`src/hdl/rvCorePkg.sv`:
```
`default_nettype none

package rvCorePkg;

    // ------------------------------------------------------------
    // Base opcodes of the supported RV32I subset
    // ------------------------------------------------------------
    typedef enum logic [6:0] {
        OPCODE_R     = 7'b0110011,
        OPCODE_I     = 7'b0010011,
        OPCODE_L     = 7'b0000011,
        OPCODE_S     = 7'b0100011,
        OPCODE_B     = 7'b1100011,
        OPCODE_JAL   = 7'b1101111,
        OPCODE_JALR  = 7'b1100111,
        OPCODE_LUI   = 7'b0110111,
        OPCODE_AUIPC = 7'b0010111,
        OPCODE_E     = 7'b1110011
    } opcodeE;

    // ALU operations
    // PASSB forwards operand B, used by LUI
    typedef enum logic [3:0] {
        ALU_ADD,
        ALU_SUB,
        ALU_AND,
        ALU_OR,
        ALU_XOR,
        ALU_SLL,
        ALU_SRL,
        ALU_SRA,
        ALU_SLT,
        ALU_SLTU,
        ALU_PASSB
    } aluOpE;

    // Sequencer states
    typedef enum logic [1:0] {
        FETCH,
        EXECUTE,
        MEMORY,
        HALT
    } seqStateE;

    // ------------------------------------------------------------
    // Shared constants
    // ------------------------------------------------------------
    // Upper address bits of the IO page
    localparam logic [23:0] IO_PAGE = 24'hFFFFFC;

    // SYSTEM instruction selectors in imm12
    localparam logic [11:0] INST_ECALL  = 12'd0;
    localparam logic [11:0] INST_EBREAK = 12'd1;

    // Ecall service codes in a7
    localparam logic [11:0] EOP_PRINT_INT = 12'd1;
    localparam logic [11:0] EOP_READ_INT  = 12'd5;

    // Ecall service code and argument registers
    localparam logic [4:0] ECALL_CODE_REG = 5'd17;
    localparam logic [4:0] ECALL_ARG_REG  = 5'd10;

    localparam logic [31:0] RESET_PC = 32'h0000_0000;

endpackage

`default_nettype wire
```
`src/hdl/rvCoreTop.sv`:
```
`timescale 1ns/1ps
`default_nettype none

module rvCoreTop
    import rvCorePkg::*;
(
    input  logic        clk,
    input  logic        arstN,
    input  logic [31:0] inst,
    input  logic [31:0] dataRdata,
    input  logic [31:0] ioRdata,
    input  logic [31:0] ecallIn,
    output logic [31:0] instAddr,
    output logic [31:0] dataAddr,
    output logic [31:0] dataWdata,
    output logic        memRead,
    output logic        memWrite,
    output logic        ioRead,
    output logic        ioWrite,
    output logic        eWrite,
    output logic        eRead,
    output logic [31:0] ecallOut,
    output logic        halted,
    output logic [31:0] retired
);

    // Sequencer enables
    logic        latchInst;
    logic        execPhase;
    logic        memPhase;
    logic        stepEnable;
    // Decoded controls
    logic        branchTaken;
    logic        jump;
    logic        jalr;
    aluOpE       aluOp;
    logic        aluSrc;
    logic        memToReg;
    logic        regWrite;
    logic        needsMemory;
    logic        isBreak;
    // Datapath
    logic [31:0] instReg;
    logic [31:0] pc;
    logic [31:0] pcPlus4;
    logic [31:0] rs1Data;
    logic [31:0] rs2Data;
    logic [31:0] a7Data;
    logic [31:0] a0Data;
    logic [31:0] aluResult;
    logic        zero;
    logic [31:0] immB;
    logic [31:0] immJ;
    logic [31:0] loadData;
    logic [31:0] writeData;
    logic [4:0]  writeAddr;

    // ------------------------------------------------------------
    // Instruction register
    // ------------------------------------------------------------
    // Captured at the end of FETCH
    always_ff @(posedge clk or negedge arstN) begin
        if (!arstN) begin
            instReg <= '0;
        end else if (latchInst) begin
            instReg <= inst;
        end
    end

    cycleSequencer sequencer_i (
        .clk        (clk),
        .arstN      (arstN),
        .needsMemory(needsMemory),
        .isBreak    (isBreak),
        .latchInst  (latchInst),
        .execPhase  (execPhase),
        .memPhase   (memPhase),
        .stepEnable (stepEnable),
        .halted     (halted)
    );

    controller controller_i (
        .inst       (instReg),
        .aluResult  (aluResult),
        .zero       (zero),
        .ecallCode  (a7Data),
        .execPhase  (execPhase),
        .memPhase   (memPhase),
        .branchTaken(branchTaken),
        .jump       (jump),
        .jalr       (jalr),
        .aluOp      (aluOp),
        .aluSrc     (aluSrc),
        .memRead    (memRead),
        .memWrite   (memWrite),
        .ioRead     (ioRead),
        .ioWrite    (ioWrite),
        .memToReg   (memToReg),
        .regWrite   (regWrite),
        .needsMemory(needsMemory),
        .eRead      (eRead),
        .eWrite     (eWrite),
        .isBreak    (isBreak)
    );

    programCounter pc_i (
        .clk        (clk),
        .arstN      (arstN),
        .stepEnable (stepEnable),
        .branchTaken(branchTaken),
        .jump       (jump),
        .jalr       (jalr),
        .immB       (immB),
        .immJ       (immJ),
        .aluResult  (aluResult),
        .pc         (pc),
        .pcPlus4    (pcPlus4),
        .retired    (retired)
    );

    // ------------------------------------------------------------
    // Writeback
    // ------------------------------------------------------------
    // IO read data wins on the IO page
    assign loadData = ioRead ? ioRdata : dataRdata;

    // READ_INT targets a0 whatever rd holds
    assign writeAddr = eRead ? ECALL_ARG_REG : instReg[11:7];

    always_comb begin
        if (eRead) begin
            writeData = ecallIn;
        end else if (memToReg) begin
            writeData = loadData;
        end else if (jump || jalr) begin
            // Link address
            writeData = pcPlus4;
        end else begin
            writeData = aluResult;
        end
    end

    registerFile regFile_i (
        .clk        (clk),
        .arstN      (arstN),
        .writeEnable(regWrite && stepEnable),
        .rs1        (instReg[19:15]),
        .rs2        (instReg[24:20]),
        .rd         (writeAddr),
        .writeData  (writeData),
        .rs1Data    (rs1Data),
        .rs2Data    (rs2Data),
        .a7Data     (a7Data),
        .a0Data     (a0Data)
    );

    aluUnit alu_i (
        .inst     (instReg),
        .pc       (pc),
        .rs1Data  (rs1Data),
        .rs2Data  (rs2Data),
        .aluOp    (aluOp),
        .aluSrc   (aluSrc),
        .aluResult(aluResult),
        .zero     (zero),
        .immB     (immB),
        .immJ     (immJ)
    );

    // External ports
    assign instAddr  = pc;
    assign dataAddr  = aluResult;
    assign dataWdata = rs2Data;
    assign ecallOut  = a0Data;

endmodule

`default_nettype wire

```
`src/hdl/aluUnit.sv`:
```
`timescale 1ns/1ps
`default_nettype none

module aluUnit
    import rvCorePkg::*;
(
    input  logic [31:0] inst,
    input  logic [31:0] pc,
    input  logic [31:0] rs1Data,
    input  logic [31:0] rs2Data,
    input  aluOpE       aluOp,
    input  logic        aluSrc,
    output logic [31:0] aluResult,
    output logic        zero,
    output logic [31:0] immB,
    output logic [31:0] immJ
);

    opcodeE      opcode;
    logic [31:0] immI;
    logic [31:0] immS;
    logic [31:0] immU;
    logic [31:0] imm;
    logic [31:0] opA;
    logic [31:0] opB;
    logic [4:0]  shamt;

    assign opcode = opcodeE'(inst[6:0]);

    // ------------------------------------------------------------
    // Immediate generation
    // ------------------------------------------------------------
    assign immI = {{20{inst[31]}}, inst[31:20]};
    assign immS = {{20{inst[31]}}, inst[31:25], inst[11:7]};
    assign immB = {{19{inst[31]}}, inst[31], inst[7], inst[30:25], inst[11:8], 1'b0};
    assign immJ = {{11{inst[31]}}, inst[31], inst[19:12], inst[20], inst[30:21], 1'b0};
    assign immU = {inst[31:12], 12'd0};

    // Pick the immediate by format
    always_comb begin
        case (opcode)
            OPCODE_S: imm = immS;
            OPCODE_LUI, OPCODE_AUIPC: imm = immU;
            default: imm = immI;
        endcase
    end

    // ------------------------------------------------------------
    // Operands and ALU
    // ------------------------------------------------------------
    // AUIPC adds to the PC
    assign opA   = (opcode == OPCODE_AUIPC) ? pc : rs1Data;
    assign opB   = aluSrc ? imm : rs2Data;
    assign shamt = opB[4:0];

    always_comb begin
        case (aluOp)
            ALU_ADD:   aluResult = opA + opB;
            ALU_SUB:   aluResult = opA - opB;
            ALU_AND:   aluResult = opA & opB;
            ALU_OR:    aluResult = opA | opB;
            ALU_XOR:   aluResult = opA ^ opB;
            ALU_SLL:   aluResult = opA << shamt;
            ALU_SRL:   aluResult = opA >> shamt;
            ALU_SRA:   aluResult = $unsigned($signed(opA) >>> shamt);
            ALU_SLT:   aluResult = {31'd0, $signed(opA) < $signed(opB)};
            ALU_SLTU:  aluResult = {31'd0, opA < opB};
            ALU_PASSB: aluResult = opB;
            default:   aluResult = '0;
        endcase
    end

    // Equality for BEQ and BNE
    assign zero = (aluResult == 32'd0);

endmodule

`default_nettype wire

```
`src/hdl/registerFile.sv`:
```
`timescale 1ns/1ps
`default_nettype none

module registerFile
    import rvCorePkg::*;
(
    input  logic        clk,
    input  logic        arstN,
    input  logic        writeEnable,
    input  logic [4:0]  rs1,
    input  logic [4:0]  rs2,
    input  logic [4:0]  rd,
    input  logic [31:0] writeData,
    output logic [31:0] rs1Data,
    output logic [31:0] rs2Data,
    output logic [31:0] a7Data,
    output logic [31:0] a0Data
);

    logic [31:0] regs [32];

    // x0 never written so it stays at its reset zero
    always_ff @(posedge clk or negedge arstN) begin
        if (!arstN) begin
            for (int i = 0; i < 32; i++) begin
                regs[i] <= '0;
            end
        end else if (writeEnable && (rd != 5'd0)) begin
            regs[rd] <= writeData;
        end
    end

    // Operand read ports
    assign rs1Data = regs[rs1];
    assign rs2Data = regs[rs2];

    // Fixed port for ecall code and argument
    assign a7Data = regs[ECALL_CODE_REG];
    assign a0Data = regs[ECALL_ARG_REG];

endmodule

`default_nettype wire

```
`src/hdl/programCounter.sv`:
```
`timescale 1ns/1ps
`default_nettype none

module programCounter
    import rvCorePkg::*;
(
    input  logic        clk,
    input  logic        arstN,
    input  logic        stepEnable,
    input  logic        branchTaken,
    input  logic        jump,
    input  logic        jalr,
    input  logic [31:0] immB,
    input  logic [31:0] immJ,
    input  logic [31:0] aluResult,
    output logic [31:0] pc,
    output logic [31:0] pcPlus4,
    output logic [31:0] retired
);

    logic [31:0] nextPc;

    assign pcPlus4 = pc + 32'd4;

    // Next PC select
    always_comb begin
        if (jalr) begin
            // rs1 + imm with bit 0 cleared
            nextPc = {aluResult[31:1], 1'b0};
        end else if (jump) begin
            nextPc = pc + immJ;
        end else if (branchTaken) begin
            nextPc = pc + immB;
        end else begin
            nextPc = pcPlus4;
        end
    end

    // PC and retire count move together
    always_ff @(posedge clk or negedge arstN) begin
        if (!arstN) begin
            pc      <= RESET_PC;
            retired <= '0;
        end else if (stepEnable) begin
            pc      <= nextPc;
            retired <= retired + 32'd1;
        end
    end

endmodule

`default_nettype wire

```
`src/hdl/cycleSequencer.sv`:
```
`timescale 1ns/1ps
`default_nettype none

module cycleSequencer
    import rvCorePkg::*;
(
    input  logic clk,
    input  logic arstN,
    input  logic needsMemory,
    input  logic isBreak,
    output logic latchInst,
    output logic execPhase,
    output logic memPhase,
    output logic stepEnable,
    output logic halted
);

    seqStateE state;
    seqStateE nextState;

    // ------------------------------------------------------------
    // State register
    // ------------------------------------------------------------
    always_ff @(posedge clk or negedge arstN) begin
        if (!arstN) begin
            state <= FETCH;
        end else begin
            state <= nextState;
        end
    end

    // Next state
    always_comb begin
        nextState = state;
        case (state)
            FETCH: nextState = EXECUTE;
            EXECUTE: begin
                // EBREAK wins over everything
                if (isBreak) begin
                    nextState = HALT;
                end else if (needsMemory) begin
                    nextState = MEMORY;
                end else begin
                    nextState = FETCH;
                end
            end
            MEMORY: nextState = FETCH;
            // Held until reset
            HALT: nextState = HALT;
            default: nextState = FETCH;
        endcase
    end

    // ------------------------------------------------------------
    // Phase enables
    // ------------------------------------------------------------
    assign latchInst = (state == FETCH);
    assign execPhase = (state == EXECUTE);
    assign memPhase  = (state == MEMORY);
    assign halted    = (state == HALT);

    // Last cycle of the instruction
    // EBREAK retires in EXECUTE too
    assign stepEnable = (state == MEMORY) || ((state == EXECUTE) && !needsMemory);

    // Halt is sticky and quiet
    haltHolds: assert property (@(posedge clk) disable iff (!arstN)
        halted |=> halted && !(latchInst || execPhase || memPhase || stepEnable))
        else $error("Phase enable active after halt");

endmodule

`default_nettype wire

```
`src/hdl/controller.sv`:
```
`timescale 1ns/1ps
`default_nettype none

module controller
    import rvCorePkg::*;
(
    input  logic [31:0] inst,
    input  logic [31:0] aluResult,
    input  logic        zero,
    input  logic [31:0] ecallCode,
    input  logic        execPhase,
    input  logic        memPhase,
    output logic        branchTaken,
    output logic        jump,
    output logic        jalr,
    output aluOpE       aluOp,
    output logic        aluSrc,
    output logic        memRead,
    output logic        memWrite,
    output logic        ioRead,
    output logic        ioWrite,
    output logic        memToReg,
    output logic        regWrite,
    output logic        needsMemory,
    output logic        eRead,
    output logic        eWrite,
    output logic        isBreak
);

    opcodeE      opcode;
    logic [2:0]  funct3;
    logic [6:0]  funct7;
    logic [11:0] imm12;
    logic        ioHit;
    logic        isEcall;
    logic        printInt;
    logic        readInt;
    logic        branchCond;

    // Instruction fields
    assign opcode = opcodeE'(inst[6:0]);
    assign funct3 = inst[14:12];
    assign funct7 = inst[31:25];
    assign imm12  = inst[31:20];

    // ------------------------------------------------------------
    // ALU operation select
    // ------------------------------------------------------------
    always_comb begin
        aluOp = ALU_ADD;
        case (opcode)
            OPCODE_R, OPCODE_I: begin
                case (funct3)
                    // SUB only exists in the register form
                    3'b000: aluOp = (opcode == OPCODE_R && funct7[5]) ? ALU_SUB : ALU_ADD;
                    3'b001: aluOp = ALU_SLL;
                    3'b010: aluOp = ALU_SLT;
                    3'b011: aluOp = ALU_SLTU;
                    3'b100: aluOp = ALU_XOR;
                    3'b101: aluOp = funct7[5] ? ALU_SRA : ALU_SRL;
                    3'b110: aluOp = ALU_OR;
                    default: aluOp = ALU_AND;
                endcase
            end
            // Equality via SUB and zero, ordering via set-less-than
            OPCODE_B: aluOp = funct3[2] ? (funct3[1] ? ALU_SLTU : ALU_SLT) : ALU_SUB;
            OPCODE_LUI: aluOp = ALU_PASSB;
            // Loads, stores, JALR and AUIPC add
            default: aluOp = ALU_ADD;
        endcase
    end

    // Branch condition from funct3
    always_comb begin
        case (funct3)
            3'b000: branchCond = zero;
            3'b001: branchCond = !zero;
            3'b100, 3'b110: branchCond = aluResult[0];
            3'b101, 3'b111: branchCond = !aluResult[0];
            default: branchCond = 1'b0;
        endcase
    end

    assign branchTaken = (opcode == OPCODE_B) && branchCond;
    assign jump        = (opcode == OPCODE_JAL);
    assign jalr        = (opcode == OPCODE_JALR);

    // Second operand is an immediate
    assign aluSrc = (opcode == OPCODE_I) || (opcode == OPCODE_L) || (opcode == OPCODE_S) ||
                    (opcode == OPCODE_JALR) || (opcode == OPCODE_LUI) ||
                    (opcode == OPCODE_AUIPC);

    // ------------------------------------------------------------
    // Memory, IO and ecall strobes
    // ------------------------------------------------------------
    assign needsMemory = (opcode == OPCODE_L) || (opcode == OPCODE_S);
    assign memToReg    = (opcode == OPCODE_L);

    // Address on the IO page
    assign ioHit = (aluResult[31:8] == IO_PAGE);

    // Data port strobes only in MEMORY
    assign memRead  = memPhase && (opcode == OPCODE_L) && !ioHit;
    assign memWrite = memPhase && (opcode == OPCODE_S) && !ioHit;
    assign ioRead   = memPhase && (opcode == OPCODE_L) && ioHit;
    assign ioWrite  = memPhase && (opcode == OPCODE_S) && ioHit;

    assign isEcall  = (opcode == OPCODE_E) && (imm12 == INST_ECALL);
    assign isBreak  = (opcode == OPCODE_E) && (imm12 == INST_EBREAK);
    // Service code from a7
    assign printInt = isEcall && (ecallCode[11:0] == EOP_PRINT_INT);
    assign readInt  = isEcall && (ecallCode[11:0] == EOP_READ_INT);

    // Ecall strobes only in EXECUTE
    assign eWrite = execPhase && printInt;
    assign eRead  = execPhase && readInt;

    // READ_INT writes a0 as well
    assign regWrite = (opcode == OPCODE_R) || (opcode == OPCODE_I) || (opcode == OPCODE_L) ||
                      (opcode == OPCODE_LUI) || (opcode == OPCODE_AUIPC) ||
                      (opcode == OPCODE_JAL) || (opcode == OPCODE_JALR) || readInt;

    // Strobes sampled at the close of each MEMORY cycle
    memStrobesExclusive: assert property (@(negedge memPhase) !(memRead && memWrite))
        else $error("memRead and memWrite active together");
    ioExcludesMem: assert property (@(negedge memPhase)
        !((ioRead || ioWrite) && (memRead || memWrite)))
        else $error("IO strobe overlaps memory strobe");

endmodule

`default_nettype wire

```
`config.mk`:
```
export PLATFORM = sky130hd
export DESIGN_NAME = rvCoreTop
export DESIGN_NICKNAME = d
export VERILOG_FILES = /design/src/hdl/rvCorePkg.sv /design/src/hdl/rvCoreTop.sv /design/src/hdl/aluUnit.sv /design/src/hdl/registerFile.sv /design/src/hdl/programCounter.sv /design/src/hdl/cycleSequencer.sv /design/src/hdl/controller.sv
export SDC_FILE = /design/constraint.sdc
export NUM_CORES = 2
export LEC_CHECK = 0
export BUFFER_PORTS_ARGS = -buffer_cell sky130_fd_sc_hd__buf_4
export CAP_MARGIN = 20
export CORE_UTILIZATION = 53
export DETAILED_ROUTE_END_ITERATION = 16
export PLACE_DENSITY_LB_ADDON = 0.05
export SYNTH_ARGS = -nofsm -noshare
export SYNTH_HDL_FRONTEND = slang
export SYNTH_SLANG_ARGS = --single-unit
```
`constraint.sdc`:
```
create_clock -name clk -period 14.05 [get_ports clk]
set_clock_uncertainty 0.1 [all_clocks]
set_input_delay 2.81 -clock clk [delete_from_list [all_inputs] [get_ports clk]]
set_output_delay 2.81 -clock clk [all_outputs]
set_load 0.005 [all_outputs]
```
Word-level counts from Yosys, hierarchy flattened
Index checks and enable logic that the tools add are counted.
{"block": "totals", "regBits": 1122, "input_bits": 130, "output_inout_bits": 167, "elab_cells": 169}
{"block": "op_classes", "addsub": 6, "order_cmp": 6, "n_eq_ne": 34, "n_shift": 3, "muxes": 31, "bitwise_logic": 6, "n_reduce_logical": 47}
{"cell": "$bwmux 1024", "n": 1}
{"cell": "$mux 32", "n": 14}
{"cell": "$pmux 32 s11", "n": 1}
{"cell": "$bmux 32 s5", "n": 2}
{"cell": "$demux 32 s5", "n": 1}
{"cell": "$add 32x32->32", "n": 3}
{"cell": "$lt 32x32->1", "n": 2}
{"cell": "$pmux 31 s2", "n": 1}
{"cell": "$add 32x1->32 const B", "n": 1}
{"cell": "$add 32x3->32 const B", "n": 1}
{"cell": "$and 32x32->32", "n": 1}
{"cell": "$logic_not 32->1", "n": 1}
{"cell": "$or 32x32->32", "n": 1}
{"cell": "$shl 32x5->32", "n": 1}
{"cell": "$shr 32x5->32", "n": 1}
{"cell": "$sshr 32x5->32", "n": 1}
{"cell": "$sub 32x32->32", "n": 1}
{"cell": "$xor 32x32->32", "n": 1}
{"cell": "$eq 7x7->1 const B", "n": 4}
{"cell": "$pmux 4 s7", "n": 1}
{"cell": "$eq 12x1->1 const B", "n": 2}
{"cell": "$eq 24x24->1 const B", "n": 1}
{"cell": "$eq 7x6->1 const B", "n": 3}
{"cell": "$ge 6x6->1 const B", "n": 3}
{"cell": "other kinds (30)", "n": 84}

Longest topological paths before layout
{"block": "logic_depth", "ltp_word": 16, "depth_mapped": 40, "depth_no_buf": 27}

By module
Synthesis repeated with hierarchy kept, for this count alone.
{"block": "unflattened", "hier_cells": 7641, "hier_area_um2": 77972.3}
{"mod": "registerFile", "instances": 1, "cells_per_inst": 4665, "area_per_inst_um2": 56407.8, "seq_area_each_um2": 25624.6}
{"mod": "aluUnit", "instances": 1, "cells_per_inst": 1763, "area_per_inst_um2": 11529.8, "seq_area_each_um2": 0.0}
{"mod": "programCounter", "instances": 1, "cells_per_inst": 900, "area_per_inst_um2": 7060.5, "seq_area_each_um2": 1601.5}
{"mod": "rvCoreTop", "instances": 1, "cells_per_inst": 222, "area_per_inst_um2": 2422.3, "seq_area_each_um2": 800.8}
{"mod": "controller", "instances": 1, "cells_per_inst": 80, "area_per_inst_um2": 450.4, "seq_area_each_um2": 0.0}
{"mod": "cycleSequencer", "instances": 1, "cells_per_inst": 11, "area_per_inst_um2": 101.3, "seq_area_each_um2": 50.0}

Least setup slack after synthesis
OpenSTA, ideal clock, no wires.
{"block": "synth_timing", "path_kind": "register to output", "start": "register instReg[20]", "end": "output port ioRead", "arrival_ns": 8.147, "slack_ns": 2.993, "path_stages_with_launch": 32, "path_buffers": 10, "path_cell_list": "dfrtp_1 -> buf_6 -> buf_8 -> buf_8 -> buf_8 -> buf_6 -> buf_8 -> buf_6 -> buf_1 -> clkbuf_1 -> buf_1 -> mux4_2 -> mux4_2 -> mux2_2 -> and2_1 -> a31o_2 -> ha_1 -> or3_1 -> nor4_1 -> o21ai_0 -> o211ai_1 -> o31ai_1 -> a221o_1 -> a2111oi_0 -> o31ai_1 -> a211oi_1 -> nor3_1 -> and4_1 -> o31ai_1 -> and4b_1 -> nand2_1 -> nor2_1"}
{"block": "synth_between", "elab_chain_cells": 9, "word_cells_on_any_way": 17}
{"element": "start: declaration", "line": "rvCoreTop.sv:43", "source": "logic [31:0] instReg;"}
{"element": "start signal: assignment", "line": "rvCoreTop.sv:66", "source": "instReg <= inst;"}
{"element": "$not 5->6 (not written as such) *", "line": "registerFile.sv:35", "source": "assign rs2Data = regs[rs2];"}
{"element": "$bmux 32 s5 *", "line": "registerFile.sv:35"}
{"element": "$mux 32 (not written as such) * (2 in a row)", "line": "registerFile.sv:35"}
{"element": "net dataWdata[9]", "line": "rvCoreTop.sv:15", "source": "output logic [31:0] dataWdata,"}
{"element": "$mux 32 *", "line": "aluUnit.sv:53", "source": "assign opB = aluSrc ? imm : rs2Data;"}
{"element": "$sub 32x32->32 or $add 32x32->32 (tied branches)", "line": "aluUnit.sv:59, aluUnit.sv:58"}
{"element": "$pmux 32 s11 *", "line": "aluUnit.sv:57", "source": "case (aluOp)"}
{"element": "net dataAddr[30]", "line": "rvCoreTop.sv:14", "source": "output logic [31:0] dataAddr,"}
{"element": "$eq 24x24->1 *", "line": "controller.sv:100", "source": "assign ioHit = (aluResult[31:8] == IO_PAGE);"}
{"element": "$logic_and 1x1->1 *", "line": "controller.sv:105", "source": "assign ioRead = memPhase && (opcode == OPCODE_L) && ioHit;"}
{"element": "end: declaration", "line": "rvCoreTop.sv:18", "source": "output logic ioRead,"}
Mark *: on every way through the listed nets, which the timed path passes. The rest lies on a longest branch. The select of a mux whose other input is x is not followed.

Final worst setup path
{"block": "layout_timing", "start": "register instReg[16]", "end": "output port memWrite"}
{"block": "layout_between", "elab_chain_cells": 10, "word_cells_on_any_way": 19}
{"element": "$not 5->6 (not written as such)", "line": "registerFile.sv:34", "source": "assign rs1Data = regs[rs1];"}
{"element": "$bmux 32 s5", "line": "registerFile.sv:34"}
{"element": "$mux 32 (not written as such) (2 in a row)", "line": "registerFile.sv:34"}
{"element": "$mux 32", "line": "aluUnit.sv:52", "source": "assign opA = (opcode == OPCODE_AUIPC) ? pc : rs1Data;"}
{"element": "$sub 32x32->32 (tied with other cells)", "line": "aluUnit.sv:59", "source": "ALU_SUB: aluResult = opA - opB;"}
{"element": "$pmux 32 s11 *", "line": "aluUnit.sv:57"}
{"element": "$eq 24x24->1 *", "line": "controller.sv:100"}
{"element": "$logic_not 1->1 *", "line": "controller.sv:104", "source": "assign memWrite = memPhase && (opcode == OPCODE_S) && !ioHit;"}
{"element": "$logic_and 1x1->1 *", "line": "controller.sv:104"}
{"element": "end: declaration", "line": "rvCoreTop.sv:17", "source": "output logic memWrite,"}
Every way passes the cells marked *; elsewhere a longest branch is shown, timed or not. The select of a mux whose other input is x is not followed.

==> results.cfg <==
[finish]
final_nets = 7884
multi_input_area_sq_um = 43000
post-route-util = 0.589
drive_above_1_share = 0.234
final-seq-area_sq_um = 28100
syn_to_final_growth_pct = 9.91
fillerInstances = 12100

[timing]
period_needed_ps = 12540
grt_setup_unrepaired = no
worst_slew_pin_slew_ps = 1200
fin_tns_setup_ps = 0
slew_headroom = 0.198
setup_viol = 0
hold_violations = 0
setup_ws_ps = 1510
finalCritPeriodShare = 0.893
max_freq_mhz = 79.7
slew_viol_final = 0

[yosys]
synth_ff_type = dfrtp_1
synth_cell_type_count = 106
ys_warn_count = 0
synth_nets = 7985
syn_inst = 7705
synth_top_area_share = 0.374
synthesis.area_sq_um = 75100
netlist_top_cells_area = dfrtp_1 (37%), mux4_2 (9.7%), mux2i_1 (8.4%)
synth_edf_count = 0
async_reset_ff_frac = 1.00
yosysTopAreaCell = dfrtp_1
yosysSeqAreaShare = 0.374
yosys_register_bits = 1121
syn_area_per_cell_sq_um = 9.75

[floorplanning]
core_area_sq_um = 140000
die_h_microns = 378
die_w_microns = 378
ioPinCount = 297
rows = 137
die-area_sq_um = 143000
initial_core_util = 0.536

[drt]
drc = 0
wl_per_cell_microns = 33.1
viasPerCell = 6.74
drt_iter0_drc = 7986
wirelength_microns = 318000
drtPass1Iterations = 6
drtAntennaViolNets = 0
dr_total_vias = 64700

[setup_path]
cp_max_fo = 28
cp.arrival_ps = 9630
cp.required_ps = 11140
crit_type = flop to output pin
end_kind = output pin
worstSetupStartpointType = flop

[place]
dp_hpwl_microns = 220000
portBuffers = 295
gp_congestion = 1.08
pre_cts_ws_ps = 2590

[grt]
busiest_layer = met2
grt_util_all_layers = 0.440
overflow = 0
grt_pass1_wl_microns = 451000
grt.met2_usage = 0.628
antenna_found_initial = 23
grt_pass1_vias = 61600
use_met3 = 0.130
use_met1 = 0.587
grt_max_degree = 152

[clock_network]
htreeDepth = 4
cts_sinks = 1121
cts_resized = 0
cts_tree = yes
ctsHoldBuffers = 0
post-cts-setup-buffers = 0
clk_pin_slew_worst_paths_ps = 80
clkLatencyLatePin_ps = 810
cts_buffers = 132
cts_root_buffer = clkbuf_16
clock_path_buffers = 3

[job]
drv_cap = 0

[hold_path]
min_path_type = flop to flop

[status]
status = complete, no violations
per-layer routing:
metal / share of wire / vias to the layer above / wire (microns)
li1: - / 27800 / -
met1: 0.40 / 32300 / 126000
met2: 0.42 / 3722 / 135000
met3: 0.11 / 849 / 34200
met4: 0.070 / 18 / 22300
met5: 0.00039 / - / 124
worst max-delay path: stages (launching register included):
cell	delay (ps)
dfrtp_1	1080
nor2b_4	1010
buf_12	310
a22oi_1	110
and3_1	200
a31oi_1	540
a41oi_1	570
ha_1	600
nand2b_1	110
o311ai_0	120
o21a_1	320
a2111oi_0	920
o41a_1	310
o21ai_0	180
a211oi_1	360
nor3_1	120
o21a_1	200
o31ai_1	610
nand4_1	150
and4b_1	490
nand2b_1	190
nor2_1	60
buf_4	180
cells in the mapped netlist, types with 34 or more instances:
cell,n
clkbuf_1,399
nand2_1,507
inv_1,141
mux2i_1,628
dfrtp_1,1121
mux2_2,74
nand3_1,135
a211oi_1,82
a31oi_1,39
buf_6,110
xor2_1,34
ha_1,146
and3_1,49
xnor2_1,90
o21ai_0,368
a22oi_1,218
a21oi_1,572
o211ai_1,39
a21oi_2,527
buf_4,73
nor2_1,1128
o22ai_1,63
nor3_1,69
mux4_2,325
nor2b_1,45
buf_2,91
buf_1,47
flip-flops by register name, indices dropped and copies added, names as in the netlist:
signal             flops
regFile_i.regs       960
instReg               32
pc_i.retired          32
regFile_i.a0Data      32
regFile_i.a7Data      32
pc_i.pc               31
sequencer_i.state      2
layout by cell type, fill, tap and decap left out, types with 32 or more instances in the layout:
cell type     n
o21ai_0     367
nor2_4       37
clkbuf_8     32
o22ai_1      63
inv_1       141
a21oi_1     565
a22oi_1     215
mux4_2      325
o211ai_1     39
and3_1       49
buf_4       478
nand2_1     505
clkbuf_16   133
mux2i_1     628
xor2_1       34
nor2_1     1091
a31oi_1      38
nor2b_1      42
xnor2_1      90
nor3_1       68
nand3_1     135
ha_1        146
a21oi_2     511
dfrtp_1    1114
a211oi_1     82
mux2_2       74
through the flow:
| step | hold WS, ps | area [sq um] | instances |
|---|---|---|---|
| detailed placement | 284 | 77900 | 9343 |
| global route | 304 | 82500 | 9583 |
| global placement | 279 | 77900 | 9343 |
| floorplan | 341 | 75100 | 7705 |
| finish | 296 | 82500 | 9593 |
| CTS | 297 | 82500 | 9576 |
cell type report:
type | count | area share
Multi-Input combinational cell | 5704 | 0.521
Sequential cell | 1121 | 0.340
Timing Repair Buffer | 497 | 0.0478
Clock buffer | 190 | 0.0468
Tap cell | 1876 | 0.0284
Clock inverter | 43 | 0.00837
Inverter | 148 | 0.00679
Antenna cell | 14 | 0.000424
cell families (layout without fill, tap and decap cells):
| family | Yosys count | in the layout | share of synthesized area |
|---|---|---|---|
| AO/OA/AOI/OAI | 2273 | 2273 | 0.210 |
| XOR/XNOR | 124 | 124 | 0.0145 |
| adder cells (fa/ha/maj) | 150 | 150 | 0.0254 |
| buffers and inverters | 880 | 878 | 0.0620 |
| flip-flops | 1121 | 1121 | 0.374 |
| multiplexers | 1033 | 1033 | 0.194 |
| other | 1 | 15 | 0.0000499 |
| AND/OR/NAND/NOR | 2123 | 2123 | 0.121 |
final timing paths:
path                                             end  slack (ps)                 start  cells past startpoint
worst min-delay path            regFile_i.regs[1012]         300  regFile_i.regs[1012]                      0
min in group asynchronous        regFile_i.regs[370]        1880                 arstN                      1
worst max register to register   regFile_i.regs[911]        3080           instReg[16]                     24
worst min register to register  regFile_i.regs[1012]         300  regFile_i.regs[1012]                      0
max in group asynchronous        regFile_i.regs[759]        9010                 arstN                      4
worst max-delay path                        memWrite        1510           instReg[16]                     22
Power is left out: the tool's default activity adds up to more than one toggle a clock period on the data nets, which glitch-free logic cannot reach.
